**config.mk**
```make
export PLATFORM = sky130hd
export DESIGN_NAME = PipeFrontEnd
export DESIGN_NICKNAME = d
export VERILOG_FILES = /design/src/source/PipePkg.sv /design/src/source/Hazard.sv /design/src/source/InstrDecode.sv /design/src/source/PipeFrontEnd.sv /design/src/source/PipeReg.sv /design/src/source/ProgramCounter.sv
export VERILOG_INCLUDE_DIRS = /design/src /design/src/include
export SDC_FILE = /design/constraint.sdc
export NUM_CORES = 1
export LEC_CHECK = 0
export BUFFER_PORTS_ARGS = -buffer_cell sky130_fd_sc_hd__buf_2
export CAP_MARGIN = 10
export CORE_MARGIN = 10
export CORE_UTILIZATION = 44
export DETAILED_ROUTE_END_ITERATION = 12
export PLACE_DENSITY = 0.65
export SLEW_MARGIN = 20
export SYNTH_ARGS = -nofsm -noshare
export SYNTH_HDL_FRONTEND = slang
export SYNTH_SLANG_ARGS = --single-unit
```
**constraint.sdc**
```tcl
create_clock -name clk -period 4.9 [get_ports clk]
set_clock_uncertainty 0.2 [all_clocks]
set_input_delay 0.49 -clock clk [delete_from_list [all_inputs] [get_ports clk]]
set_output_delay 0.49 -clock clk [all_outputs]
set_load 0.005 [all_outputs]
```
**src/include/pipe_params.svh**
```systemverilog
`ifndef PIPE_PARAMS_SVH
`define PIPE_PARAMS_SVH

// --------------------
// Datapath geometry
// --------------------
`define PIPE_WIDTH 32                   // Data and address width

// --------------------
// Fixed encodings
// --------------------
`define RESET_PC  32'h0000_0000         // First fetch address
`define NOP_INSTR 32'h0000_0000         // sll $0,$0,0 used as a flush

`endif

```
**src/source/PipePkg.sv**
```systemverilog
`include "pipe_params.svh"

package PipePkg;

    // --------------------
    // Instruction fields
    // --------------------
    typedef logic [4:0] regIdx_t;       // GPR index
    typedef logic [5:0] opcode_t;       // Major opcode, instr[31:26]

    // Major opcodes
    localparam opcode_t OP_RTYPE = 6'b000000;  // Funct decides
    localparam opcode_t OP_J     = 6'b000010;
    localparam opcode_t OP_JAL   = 6'b000011;
    localparam opcode_t OP_ADDI  = 6'b001000;
    localparam opcode_t OP_ADDIU = 6'b001001;
    localparam opcode_t OP_SLTI  = 6'b001010;
    localparam opcode_t OP_SLTIU = 6'b001011;
    localparam opcode_t OP_ANDI  = 6'b001100;
    localparam opcode_t OP_ORI   = 6'b001101;
    localparam opcode_t OP_XORI  = 6'b001110;
    localparam opcode_t OP_LUI   = 6'b001111;
    localparam opcode_t OP_LB    = 6'b100000;
    localparam opcode_t OP_LH    = 6'b100001;
    localparam opcode_t OP_LW    = 6'b100011;
    localparam opcode_t OP_LBU   = 6'b100100;
    localparam opcode_t OP_LHU   = 6'b100101;
    localparam opcode_t OP_LWU   = 6'b100111;
    localparam opcode_t OP_SB    = 6'b101000;
    localparam opcode_t OP_SH    = 6'b101001;
    localparam opcode_t OP_SW    = 6'b101011;

    // Write-back register select
    typedef enum logic [1:0] {
        DST_RT = 2'b00,                 // I-type
        DST_RD = 2'b01,                 // R-type
        DST_RA = 2'b10                  // JAL, register 31
    } regDst_t;

    // --------------------
    // Stage payloads
    // --------------------
    typedef struct packed {
        logic [`PIPE_WIDTH-1:0] pcPlus4;
        logic [`PIPE_WIDTH-1:0] instr;
    } ifIdPayload_t;

    typedef struct packed {
        logic                   memRead;
        logic                   regWrite;
        regDst_t                regDst;
        regIdx_t                rs;
        regIdx_t                rt;
        regIdx_t                rd;
        logic [`PIPE_WIDTH-1:0] pcPlus4;  // Link value for JAL
    } idExPayload_t;

endpackage

```
**src/source/Hazard.sv**
```systemverilog
`timescale 1ns/1ps

module Hazard (
    input  PipePkg::opcode_t opCode,        // Opcode sitting in IF/ID
    input  PipePkg::regIdx_t regRsIfId,     // Sources of the instruction in ID
    input  PipePkg::regIdx_t regRtIfId,
    input  PipePkg::regIdx_t regRtIdEx,     // Candidate destinations in EX
    input  PipePkg::regIdx_t regRdIdEx,
    input  logic             memReadIdEx,   // EX holds a load
    input  PipePkg::regDst_t regDstIdEx,
    output logic             PCWrite,
    output logic             IFIDWrite,
    output logic             ControlStall,  // Bubble into ID/EX
    output logic             BranchFlush    // Jump redirect allowed
);

    import PipePkg::*;

    logic loadUse;                          // Load result needed next cycle
    logic isJumpOp;                         // J or JAL in ID

    // --------------------
    // Condition detection
    // --------------------
    always_comb begin
        loadUse = 1'b0;
        if (memReadIdEx) begin
            case (regDstIdEx)
                DST_RT:  loadUse = (regRtIdEx == regRsIfId) || (regRtIdEx == regRtIfId);
                DST_RD:  loadUse = (regRdIdEx == regRsIfId) || (regRdIdEx == regRtIfId);
                default: loadUse = 1'b0;    // A load never targets r31
            endcase
        end
    end

    assign isJumpOp = (opCode == OP_J) || (opCode == OP_JAL);

    // --------------------
    // Priority resolution
    // --------------------
    always_comb begin
        if (loadUse) begin                  // Stall wins over a jump
            PCWrite      = 1'b0;
            IFIDWrite    = 1'b0;
            ControlStall = 1'b1;
            BranchFlush  = 1'b0;            // Keep the jump parked in ID
        end else if (isJumpOp) begin
            PCWrite      = 1'b1;            // Target load
            IFIDWrite    = 1'b0;            // Slot behind is dropped
            ControlStall = 1'b0;
            BranchFlush  = 1'b1;
        end else begin
            PCWrite      = 1'b1;            // Free flow
            IFIDWrite    = 1'b1;
            ControlStall = 1'b0;
            BranchFlush  = 1'b1;
        end
    end

endmodule

```
**src/source/InstrDecode.sv**
```systemverilog
`timescale 1ns/1ps

`include "pipe_params.svh"

module InstrDecode (
    input  logic [`PIPE_WIDTH-1:0] instr,       // From IF/ID
    input  logic [`PIPE_WIDTH-1:0] pcPlus4,     // From IF/ID
    output PipePkg::opcode_t       opCode,
    output PipePkg::regIdx_t       rs,
    output PipePkg::regIdx_t       rt,
    output PipePkg::regIdx_t       rd,
    output logic                   memRead,
    output logic                   regWrite,
    output PipePkg::regDst_t       regDst,
    output logic                   isJump,
    output logic [`PIPE_WIDTH-1:0] jumpTarget
);

    import PipePkg::*;

    logic isNop;                                // Flushed slot
    logic isLoad;
    logic isImmAlu;
    logic isRtype;                              // Real R-type, NOP excluded
    logic isJal;

    // --------------------
    // Field split
    // --------------------
    assign opCode = instr[31:26];
    assign rs     = instr[25:21];
    assign rt     = instr[20:16];
    assign rd     = instr[15:11];

    assign isNop   = (instr == `NOP_INSTR);
    assign isRtype = (opCode == OP_RTYPE) && !isNop;
    assign isJal   = (opCode == OP_JAL);

    // --------------------
    // Opcode classes
    // --------------------
    always_comb begin
        isLoad   = 1'b0;
        isImmAlu = 1'b0;
        case (opCode)
            OP_LW, OP_LB, OP_LH, OP_LBU, OP_LHU, OP_LWU:
                isLoad = 1'b1;
            OP_ADDI, OP_ADDIU, OP_ANDI, OP_ORI, OP_XORI, OP_LUI, OP_SLTI, OP_SLTIU:
                isImmAlu = 1'b1;
            OP_SW, OP_SB, OP_SH: ;              // Stores read only
            default: ;                          // R-type, jumps, unknown
        endcase
    end

    // --------------------
    // Control fields
    // --------------------
    assign memRead  = isLoad;
    assign regWrite = isLoad || isImmAlu || isRtype || isJal;

    always_comb begin
        if (isRtype) begin
            regDst = DST_RD;
        end else if (isJal) begin
            regDst = DST_RA;                    // Link into r31
        end else begin
            regDst = DST_RT;                    // Also the NOP value
        end
    end

    // Pseudo-direct target with region bits from the jump's own pc+4
    assign isJump     = (opCode == OP_J) || isJal;
    assign jumpTarget = {pcPlus4[`PIPE_WIDTH-1:`PIPE_WIDTH-4], instr[25:0], 2'b00};

endmodule

```
**src/source/PipeFrontEnd.sv**
```systemverilog
`timescale 1ns/1ps

`include "pipe_params.svh"

module PipeFrontEnd (
    input  logic                   clk,
    input  logic                   rst,
    input  logic [`PIPE_WIDTH-1:0] instr,       // Imem data for pc, same cycle
    output logic [`PIPE_WIDTH-1:0] pc,
    output logic                   exMemRead,
    output logic                   exRegWrite,
    output PipePkg::regDst_t       exRegDst,
    output PipePkg::regIdx_t       exRs,
    output PipePkg::regIdx_t       exRt,
    output PipePkg::regIdx_t       exRd,
    output logic [`PIPE_WIDTH-1:0] exPcPlus4,
    output logic                   stall        // ControlStall for the observer
);

    import PipePkg::*;

    // --------------------
    // Interconnect
    // --------------------
    logic [`PIPE_WIDTH-1:0] pcPlus4;
    logic [`PIPE_WIDTH-1:0] jumpTarget;
    ifIdPayload_t           ifIdIn;
    ifIdPayload_t           ifIdOut;
    idExPayload_t           idExIn;
    idExPayload_t           idExOut;
    opcode_t                opCode;
    logic                   isJump;
    logic                   jumpTaken;          // Jump cleared to redirect
    logic                   pcWrite;
    logic                   ifIdWrite;
    logic                   controlStall;
    logic                   branchFlush;

    assign jumpTaken = isJump && branchFlush;   // Suppressed under a stall

    // --------------------
    // IF stage
    // --------------------
    ProgramCounter pc0 (
        .clk        (clk),
        .rst        (rst),
        .PCWrite    (pcWrite),
        .loadTarget (jumpTaken),
        .jumpTarget (jumpTarget),
        .pc         (pc),
        .pcPlus4    (pcPlus4)
    );

    assign ifIdIn.pcPlus4 = pcPlus4;
    assign ifIdIn.instr   = instr;

    PipeReg #(.payload_t(ifIdPayload_t)) ifId0 (
        .clk     (clk),
        .rst     (rst),
        .writeEn (ifIdWrite),
        .bubble  (jumpTaken),                   // Kill the slot behind the jump
        .din     (ifIdIn),
        .dout    (ifIdOut)
    );

    // --------------------
    // ID stage
    // --------------------
    InstrDecode dec0 (
        .instr      (ifIdOut.instr),
        .pcPlus4    (ifIdOut.pcPlus4),
        .opCode     (opCode),
        .rs         (idExIn.rs),
        .rt         (idExIn.rt),
        .rd         (idExIn.rd),
        .memRead    (idExIn.memRead),
        .regWrite   (idExIn.regWrite),
        .regDst     (idExIn.regDst),
        .isJump     (isJump),
        .jumpTarget (jumpTarget)
    );

    assign idExIn.pcPlus4 = ifIdOut.pcPlus4;

    Hazard haz0 (
        .opCode       (opCode),
        .regRsIfId    (idExIn.rs),
        .regRtIfId    (idExIn.rt),
        .regRtIdEx    (idExOut.rt),
        .regRdIdEx    (idExOut.rd),
        .memReadIdEx  (idExOut.memRead),
        .regDstIdEx   (idExOut.regDst),
        .PCWrite      (pcWrite),
        .IFIDWrite    (ifIdWrite),
        .ControlStall (controlStall),
        .BranchFlush  (branchFlush)
    );

    PipeReg #(.payload_t(idExPayload_t)) idEx0 (
        .clk     (clk),
        .rst     (rst),
        .writeEn (1'b1),                        // EX never holds
        .bubble  (controlStall),
        .din     (idExIn),
        .dout    (idExOut)
    );

    // --------------------
    // EX view
    // --------------------
    assign exMemRead  = idExOut.memRead;
    assign exRegWrite = idExOut.regWrite;
    assign exRegDst   = idExOut.regDst;
    assign exRs       = idExOut.rs;
    assign exRt       = idExOut.rt;
    assign exRd       = idExOut.rd;
    assign exPcPlus4  = idExOut.pcPlus4;
    assign stall      = controlStall;

    // The bubble pushes the load out of EX, so a load-use stall lasts one cycle
    stallOneCycle : assert property (
        @(posedge clk) disable iff (rst)
        controlStall |=> !controlStall
    ) else $error("PipeFrontEnd: load-use stall held past one cycle");

endmodule

```
**src/source/PipeReg.sv**
```systemverilog
`timescale 1ns/1ps

module PipeReg #(
    parameter type payload_t = logic        // Stage bundle
) (
    input  logic     clk,
    input  logic     rst,
    input  logic     writeEn,               // Low holds the stage
    input  logic     bubble,                // Squash to NOP over writeEn
    input  payload_t din,
    output payload_t dout
);

    // --------------------
    // Stage register
    // --------------------
    // All-zero payload decodes to a NOP with every control bit inactive
    always_ff @(posedge clk) begin
        if (rst || bubble) begin
            dout <= '0;
        end else if (writeEn) begin
            dout <= din;                    // Normal advance
        end
    end

endmodule

```
**src/source/ProgramCounter.sv**
```systemverilog
`timescale 1ns/1ps

`include "pipe_params.svh"

module ProgramCounter (
    input  logic                   clk,
    input  logic                   rst,
    input  logic                   PCWrite,     // Low during load-use stall
    input  logic                   loadTarget,  // Jump resolved in ID
    input  logic [`PIPE_WIDTH-1:0] jumpTarget,
    output logic [`PIPE_WIDTH-1:0] pc,
    output logic [`PIPE_WIDTH-1:0] pcPlus4
);

    logic [`PIPE_WIDTH-1:0] pcNext;

    // --------------------
    // Next address
    // --------------------
    assign pcPlus4 = pc + `PIPE_WIDTH'(4);      // Sequential fetch
    assign pcNext  = loadTarget ? jumpTarget : pcPlus4;

    // --------------------
    // PC register
    // --------------------
    always_ff @(posedge clk) begin
        if (rst) begin
            pc <= `RESET_PC;
        end else if (PCWrite) begin
            pc <= pcNext;
        end                                     // Else hold for the stall
    end

    // Jump targets carry two zero bits, so the PC never leaves a word boundary
    pcAligned : assert property (
        @(posedge clk) disable iff (rst)
        pc[1:0] == 2'b00
    ) else $error("ProgramCounter: misaligned pc %h", pc);

endmodule

```
# After elaboration in Yosys (flattened, before gate mapping)
# Cells that the tools add are included.
# totals
input_bits	34
out_inout_bits	84
elab_cells	61
regBits	147
# classes
muxes	11
reduce_logical	17
n_eq_ne	21
add_sub_neg	1
# op_table
op	n
6-bit by 4-bit equality test with 1-bit output, second input constant	8
6-bit equality test, second input constant	6
32-bit by 3-bit adder with 32-bit output, second input constant	1
32-bit zero test	1
32-bit 2-to-1 mux	1
5-bit equality test	4
6-bit by 2-bit equality test with 1-bit output, second input constant	2
1-bit logical OR	8
1-bit 2-to-1 mux	8
8-bit OR reduction	1
6-bit zero test	1
6-bit OR reduction	1
2-bit by 1-bit equality test with 1-bit output, second input constant	1
1-bit logical AND	2
2-bit zero test	1
2-bit 2-to-1 mux	1
1-bit one-hot mux with 2 select lines	1
2-bit OR reduction	1
1-bit zero test	1

# Depth between registers and ports, before layout
# Gate-level depths: netlist (run 1).
# logic_depth
depth_word	7
depth_mapped	10
ltp_nobuf	7

# Modules after synthesis
# A second synthesis (run 1) with hierarchy kept.
# hier_totals
hier_cells	836
hier_area_um2	7633.6
# modules_own_cells
module	seq_area_each_um2	cells_each	n_inst	area_per_inst_um2
ProgramCounter	640.6	349	1	2588.7
PipeReg (ifId0)	1281.2	207	1	2348.5
PipeReg (idEx0)	1021.0	166	1	1879.3
InstrDecode	0.0	78	1	543.0
Hazard	0.0	34	1	264.0
PipeFrontEnd	0.0	2	1	10.0

# Worst setup path before layout (run 1)
# No wires, ideal clock.
# synth_path
path_kind	register -> output
startpoint	reg ifId0.dout[20] in the netlist's numbering
endpoint	out stall
path_stages_with_launch	9
path_slack_ns	2.558
t_arrival_ns	1.652
required_ns	4.210
path_buffers	3
cell_sequence	dfxtp_1 > xnor2_1 > nand3_1 > o31a_1 > a211o_1 > buf_4 > inv_6 > buf_6 > buf_6
# synth_between
elab_chain_len	5
word_cells_on_any_way	7
classes_between	eq/ne: 2; mux: 3; reduce/logical: 2
# synth_lines
element	line_no	source
start: declaration	PipeReg.sv:11	output payload_t dout
start signal: assignment	PipeReg.sv:22	dout <= din;
5-bit equality test, on equally long branches	Hazard.sv:30, Hazard.sv:29	
1-bit logical OR, on equally long branches	Hazard.sv:30, Hazard.sv:29	
1-bit one-hot mux with 2 select lines (*)	Hazard.sv:28	case (regDstIdEx)
1-bit 2-to-1 mux (*)	Hazard.sv:27	if (memReadIdEx) begin
1-bit 2-to-1 mux (*)	Hazard.sv:42	if (loadUse) begin
end: declaration	PipeFrontEnd.sv:17	output logic stall
# Every way passes the cells marked *; elsewhere a longest branch is shown, timed or not.

# Final worst setup path (run 1)
# layout_path
startpoint	reg ifId0.dout[17] in the netlist's numbering
endpoint	out stall
# Same word-level chain as after synthesis.

==> results of run 1 <==
## cells in the mapped netlist (3+ instances only)
cell type	number
nand2b_1	14
nand4_1	12
buf_6	11
buf_2	12
nand2_1	106
dfxtp_1	141
o21ai_1	9
xor2_1	17
buf_1	3
or3_1	3
and3_1	9
buf_4	5
nor2_1	18
nand3_1	74
clkbuf_1	31
o211ai_1	3
and2_1	51
o31a_1	3
nor3_1	13
xnor2_1	31
o32ai_1	9
and4_1	4
o31ai_1	14
a31oi_1	3
a21oi_1	99
nor4_1	9
o21ai_0	7
## stage by stage
step                setup slack [ns]  cells  area [um2]
CTS                             1.54   1003        7220
floorplan                       2.56    735        6160
finish                          1.58   1003        7230
detailed placement              1.79    972        6660
global placement                1.88    972        6660
global route                    1.36   1003        7230
## worst register-to-register path, cell delays in order (launching register included)
cell     delay (ns)
dfxtp_1        0.44
xnor2_1        0.17
nand3_1        0.11
o31a_1         0.31
a211o_2        0.38
inv_6          0.55
nor2_2         0.45
buf_4          0.31
and3_1         0.19
## power by group
group | switching (mW) | internal [mW]
logic | 0.123 | 0.0875
registers | 0.0506 | 1.19
clock network | 0.479 | 0.754
total | 0.652 | 2.03
## final cells by class
| type | count | area [um2] |
|---|---|---|
| repair buffers | 119 | 611 |
| clock buffers | 19 | 443 |
| flip-flops and latches | 141 | 2820 |
| multi-input cells | 529 | 2990 |
| inverters | 3 | 16.3 |
| clock inverters | 12 | 121 |
| fillers | 1336 | 6550 |
| well taps | 180 | 225 |
## per-layer routing
metal / GRT usage [%] / wire, um / vias up
li1: - / - / 2688
met1: 23.0 / 7900 / 2571
met2: 27.0 / 8100 / 168
met3: 4.69 / 952 / 27
met4: 7.55 / 423 / 0
met5: 0 / 0 / -
## state kept, by name, indices dropped and copies added (netlist names)
signal	cells
idEx0.dout	49
pc0.pc	30
ifId0.dout	62
## cell families after synthesis
logic type                 Yosys count
buffers and inverters               65
AOI/OAI and AO/OA                  155
and+or+nand+nor                    321
adders and majority gates            1
xor gates and xnor gates            48
DFF                                141
other                                1
## final timing paths
check | start | endpoint | cells past startpoint
setup / recovery | ifId0.dout[17]$_SDFFE_PP0P_ | stall | 6
hold / removal | instr[9] | ifId0.dout[9]$_SDFFE_PP0P_ | 3
setup reg to reg | ifId0.dout[17]$_SDFFE_PP0P_ | idEx0.dout[48]$_SDFF_PP0_ | 8
hold reg to reg | ifId0.dout[52]$_SDFFE_PP0P_ | ifId0.dout[52]$_SDFFE_PP0P_ | 2
## cell usage in the layout (no fill, tap or decap), types with 7 or more instances in the layout
| cell type | synthesis | final |
|---|---|---|
| dfxtp_1 | 141 | 141 |
| buf_2 | 12 | 113 |
| nand2_1 | 106 | 105 |
| a21oi_1 | 99 | 99 |
| nand3_1 | 74 | 74 |
| and2_1 | 51 | 50 |
| xnor2_1 | 31 | 31 |
| xor2_1 | 17 | 17 |
| nor2_1 | 18 | 17 |
| clkbuf_16 | 0 | 17 |
| nand2b_1 | 14 | 14 |
| o31ai_1 | 14 | 14 |
| nor3_1 | 13 | 13 |
| nand4_1 | 12 | 12 |
| nor4_1 | 9 | 9 |
| and3_1 | 9 | 9 |
| o32ai_1 | 9 | 9 |
| o21ai_1 | 9 | 9 |
| o21ai_0 | 7 | 7 |
==> results.json, run 1 <==
{
  "layout-drive-gt1-share_pct": 19.3,
  "nets": 846,
  "maxCapViolCount": 0,
  "num_antenna_cells": 0,
  "vias_per_cell": 5.44,
  "status": "finished clean",
  "area_growth_syn_to_layout_pct": 17.5,
  "drt-total-wl_mm": 17.4,
  "crit_chain": "xnor2_1, nand3_1, o31a_1, a211o_2, inv_6, buf_2",
  "drc": 0,
  "rows": 43,
  "clk_latency_ns": 0.42,
  "p_total_mw": 2.69,
  "max_freq_ghz": 0.301,
  "crit_buf_inv": 2,
  "htreeDepth": 4,
  "arrival_ns": 2.63,
  "cts_buffer_depth": 2,
  "ant_nets": 0,
  "relSlewSlack_pct": 27.2,
  "synth_top_family_by_area": "simple AND/OR/NAND/NOR gates",
  "port-buffer-count": 113,
  "post-route-util_pct": 52.5,
  "endpoint_kind": "primary output",
  "setup_violations": 0,
  "worstPathMaxFanout": 108,
  "die_h_um": 138,
  "clock_sinks": 141,
  "grt_overflow_total": 0,
  "grt_pass1_vias": 5227,
  "fin_crit_ns": 3.32,
  "tns_ns": 0,
  "yosys-mux-area-fraction_pct": 0,
  "core-area_mm2": 0.0138,
  "gp_congestion": 0.904,
  "peakVddDrop_v": 0.000193,
  "syn_area_per_cell_um2": 8.40,
  "synth_ff_type": "dfxtp_1",
  "synthXorXnorAreaFrac_pct": 6.83,
  "numCtsBuffers": 17,
  "synth_compound_area_share_pct": 14.5,
  "grt_max_degree": 109,
  "cts.reportedPaths.clkPinSlew_ns": 0.06,
  "dp_hpwl_mm": 11.9,
  "max_stage_delay_ns": 0.54,
  "design.die.area_mm2": 0.0191,
  "start_kind": "flip-flop",
  "worstPathRequired_ns": 4.21,
  "cts_tree": "yes",
  "cellPowerDensity_mw_per_mm2": 372,
  "hold_viol": 0,
  "rsz0062_at_grt": "false",
  "async_flop_share_pct": 0,
  "yosys.area_share.simple_pct": 26.6,
  "hold_path.class": "in -> reg",
  "min_period_over_period_pct": 67.8,
  "grt_pass1_wl_mm": 27.9,
  "synth.area.top_cells": "dfxtp_1, a21oi_1, nand2_1, nand3_1, and2_1",
  "ys_seq_elements": 141,
  "crit_type": "reg -> out",
  "cts_root_buffer": "clkbuf_16",
  "synth_area_mm2": 0.00615,
  "synth-adder-area-share_pct": 0.203,
  "holdWs_ns": 0.122,
  "via_count": 5454,
  "antenna_found_initial": 0,
  "drt-initial-drc-count": 401,
  "die-width_um": 138,
  "p_leak_nw": 2.96,
  "grtUsageTotal_pct": 17.7,
  "synthCells": 732,
  "drv_slew": 0,
  "yosysUniqueCellTypes": 43,
  "ys_warn_count": 0,
  "synth_edf_count": 0,
  "hold_buffers": 0,
  "synth_top_area_share_pct": 45.9,
  "drt-wirelength-per-cell_um": 17.3,
  "r2r_slack_ns": 1.67,
  "initial_core_util_pct": 44.7,
  "dr.pass1.iters": 5,
  "slowest_stage": "inv_6",
  "ios": 118,
  "worstMarginPinSlew_ns": 1.09,
  "crit_family": "buffers and inverters",
  "cts_resized": 0,
  "synth_seq_area_share_pct": 45.9,
  "cts_setup_buffers": 0,
  "yosys.area.top_type": "dfxtp_1"
}
(Power assumes the default switching activity.)
==> inputs of run 2 (changes only) <==
ABC_AREA = 1   (was unset)
PLACE_DENSITY = 0.67   (was 0.65)
clock period = 2.7 ns   (was 4.9 ns; I/O delays follow)
==> results.json, run 2 <==
{
  "drv_slew": 0,
  "antenna_found_initial": 0,
  "synthCells": 904,
  "maxCapViolCount": 0,
  "area_growth_syn_to_layout_pct": 26.6,
  "drt-total-wl_mm": 19.2,
  "synth.top_cells.by_count": "nand2_1, dfxtp_1, nand3_1, nor2_1, inv_1",
  "crit_family": "simple AND/OR/NAND/NOR gates",
  "async_flop_share_pct": 0,
  "ys_seq_elements": 141,
  "grt_max_degree": 38,
  "yosysUniqueCellTypes": 30,
  "worstPathRequired_ns": 2.83,
  "drc": 0,
  "initial_core_util_pct": 45.2,
  "drt-wirelength-per-cell_um": 15.5,
  "rows": 43,
  "crit_top_cell": "nand2_1",
  "syn_area_per_cell_um2": 6.97,
  "holdWs_ns": 0.224,
  "die-width_um": 140,
  "synth_top_area_share_pct": 44.8,
  "hold_viol": 0,
  "via_count": 6204,
  "cts_buffer_depth": 2,
  "worstReg2RegStart": "pc0.pc[4]$_SDFFE_PP0N_",
  "nFillCells": 1340,
  "fin_crit_ns": 2.51,
  "dp_hpwl_mm": 14.0,
  "reg_top3": "ifId0.dout x62, idEx0.dout x49, pc0.pc x30",
  "synth_area_mm2": 0.00630,
  "grt_pass1_wl_mm": 31.5,
  "top_register": "ifId0.dout",
  "slowest_stage": "dfxtp_1",
  "yosys.area.top_type": "dfxtp_1",
  "worstPathMaxFanout": 7,
  "ios": 118,
  "min-delay-start": "rst",
  "synth_ff_type": "dfxtp_1",
  "hold_path.class": "in -> reg",
  "die_h_um": 140,
  "synth_edf_count": 0,
  "endpoint_kind": "flip-flop",
  "finalNonFillerCells": 1235,
  "dr.pass1.iters": 5,
  "relSlewSlack_pct": 64.4,
  "port-buffer-count": 113,
  "post-synth-top-count-cell": "nand2_1",
  "peakVddDrop_v": 0.000467,
  "ant_nets": 0,
  "final_cell_mix": "nand2_1, dfxtp_1, nand3_1",
  "rsz0062_at_grt": "false",
  "tns_ns": 0,
  "largest_reg_flops": 62,
  "clk_latency_ns": 0.43,
  "gp_congestion": 0.956,
  "clock_sinks": 141,
  "max_freq_ghz": 0.399,
  "crit_start": "pc0.pc[4]$_SDFFE_PP0N_",
  "arrival_ns": 2.63,
  "drt-initial-drc-count": 585,
  "p_leak_nw": 3.74,
  "cts.reportedPaths.clkPinSlew_ns": 0.06,
  "vias_per_cell": 5.02,
  "layout_commonest_cell": "nand2_1",
  "crit_type": "reg -> reg",
  "min_period_over_period_pct": 92.8,
  "num_antenna_cells": 0,
  "cellPowerDensity_mw_per_mm2": 685,
  "start_kind": "flip-flop",
  "grt_overflow_total": 0,
  "status": "finished clean",
  "grt_pass1_vias": 6000,
  "max_stage_delay_ns": 0.47,
  "nets": 1077,
  "ys_warn_count": 0,
  "setup_violations": 0,
  "grtUsageTotal_pct": 19.6,
  "p_total_mw": 5.46,
  "core-area_mm2": 0.0139,
  "worstMarginPinSlew_ns": 0.530,
  "cts_root_buffer": "clkbuf_16",
  "crit_buf_inv": 1,
  "crit_chain": "nand3_1, inv_1, nand2_1, nor2_1, nand2_1, nor2_1, nand2_1, xor2_1, nand3_1, and2_1",
  "synth.area.top_cells": "dfxtp_1, nand2_1, nand3_1, nor2_1, inv_1",
  "cts_tree": "yes",
  "numCtsBuffers": 17,
  "htreeDepth": 4,
  "synth_seq_area_share_pct": 44.8,
  "layout-drive-gt1-share_pct": 17.0,
  "design.die.area_mm2": 0.0195,
  "dp.cells": 1171
}
run 2: path summary, 6_finish.rpt:
check / to / slack (ns) / cells after the start
worst min register to register: idEx0.dout[20]$_SDFF_PP0_ / 0.23 / 2
worst max-delay path: ifId0.dout[49]$_SDFFE_PP0P_ / 0.19 / 10
worst max register to register: ifId0.dout[49]$_SDFFE_PP0P_ / 0.19 / 10
worst min-delay path: pc0.pc[29]$_SDFFE_PP0N_ / 0.22 / 5
run 2: what timing repair did:
item | in CTS | in global routing
gates resized for setup | 0 | 2
hold endpoints to repair | 32 | 0
hold buffers | 32 | 0
setup endpoints to repair | 0 | 1
setup buffers | 0 | 0
run 2: report_power, final:
part | total [mW] | leakage [nW] | switching (mW) | internal, mW
sequential | 2.33 | 1.15 | 0.125 | 2.20
combinational | 0.742 | 2.29 | 0.464 | 0.278
clock | 2.39 | 0.292 | 0.917 | 1.48
run 2: cell families (layout without fill, tap and decap cells):
logic type               after synthesis  after routing  share of synthesized area (%)
AND/OR/NAND/NOR                      512            512                           36.0
buffers and inverters                161            309                           10.6
flip-flops                           141            141                           44.8
AO/OA/AOI/OAI                         66             66                           5.25
XOR/XNOR                              22             22                           3.06
adder cells (fa/ha/maj)                1              1                          0.199
other                                  1              4                         0.0595
run 2: per-layer routing:
layer | GRT usage, % | routed length [um]
met1 | 24.3 | 8430
met2 | 32.2 | 9100
met3 | 5.99 | 1390
met4 | 5.65 | 286
met5 | 0 | 0
run 2: worst reg2reg max path, delay by kind of cell, from the launching register on:
family	cells	cell delay, ns
flip-flops	1	0.47
buffers and inverters	1	0.13
AND/OR/NAND/NOR	8	1.38
XOR/XNOR	1	0.21
run 2: area by class of cell:
type | count | area (um2) | share of cell area, %
Multi-Input combinational cell | 605 | 2830 | 35.5
Sequential cell | 141 | 2820 | 35.4
Timing Repair Buffer | 165 | 1070 | 13.4
Clock buffer | 18 | 439 | 5.51
Inverter | 112 | 420 | 5.27
Tap cell | 180 | 225 | 2.82
Clock inverter | 14 | 168 | 2.10
run 2: stage by stage:
| step | cell area [um2] | setup slack [ns] | utilization [%] |
|---|---|---|---|
| after floorplan | 6310 | 0.712 | - |
| after global routing | 7980 | 0.00443 | 57.2 |
| after global placement | 7040 | 0.203 | 50.5 |
| final | 7980 | 0.193 | 57.2 |
| after CTS | 7970 | 0.0627 | 57.2 |
| after detailed placement | 7040 | 0.239 | 50.5 |
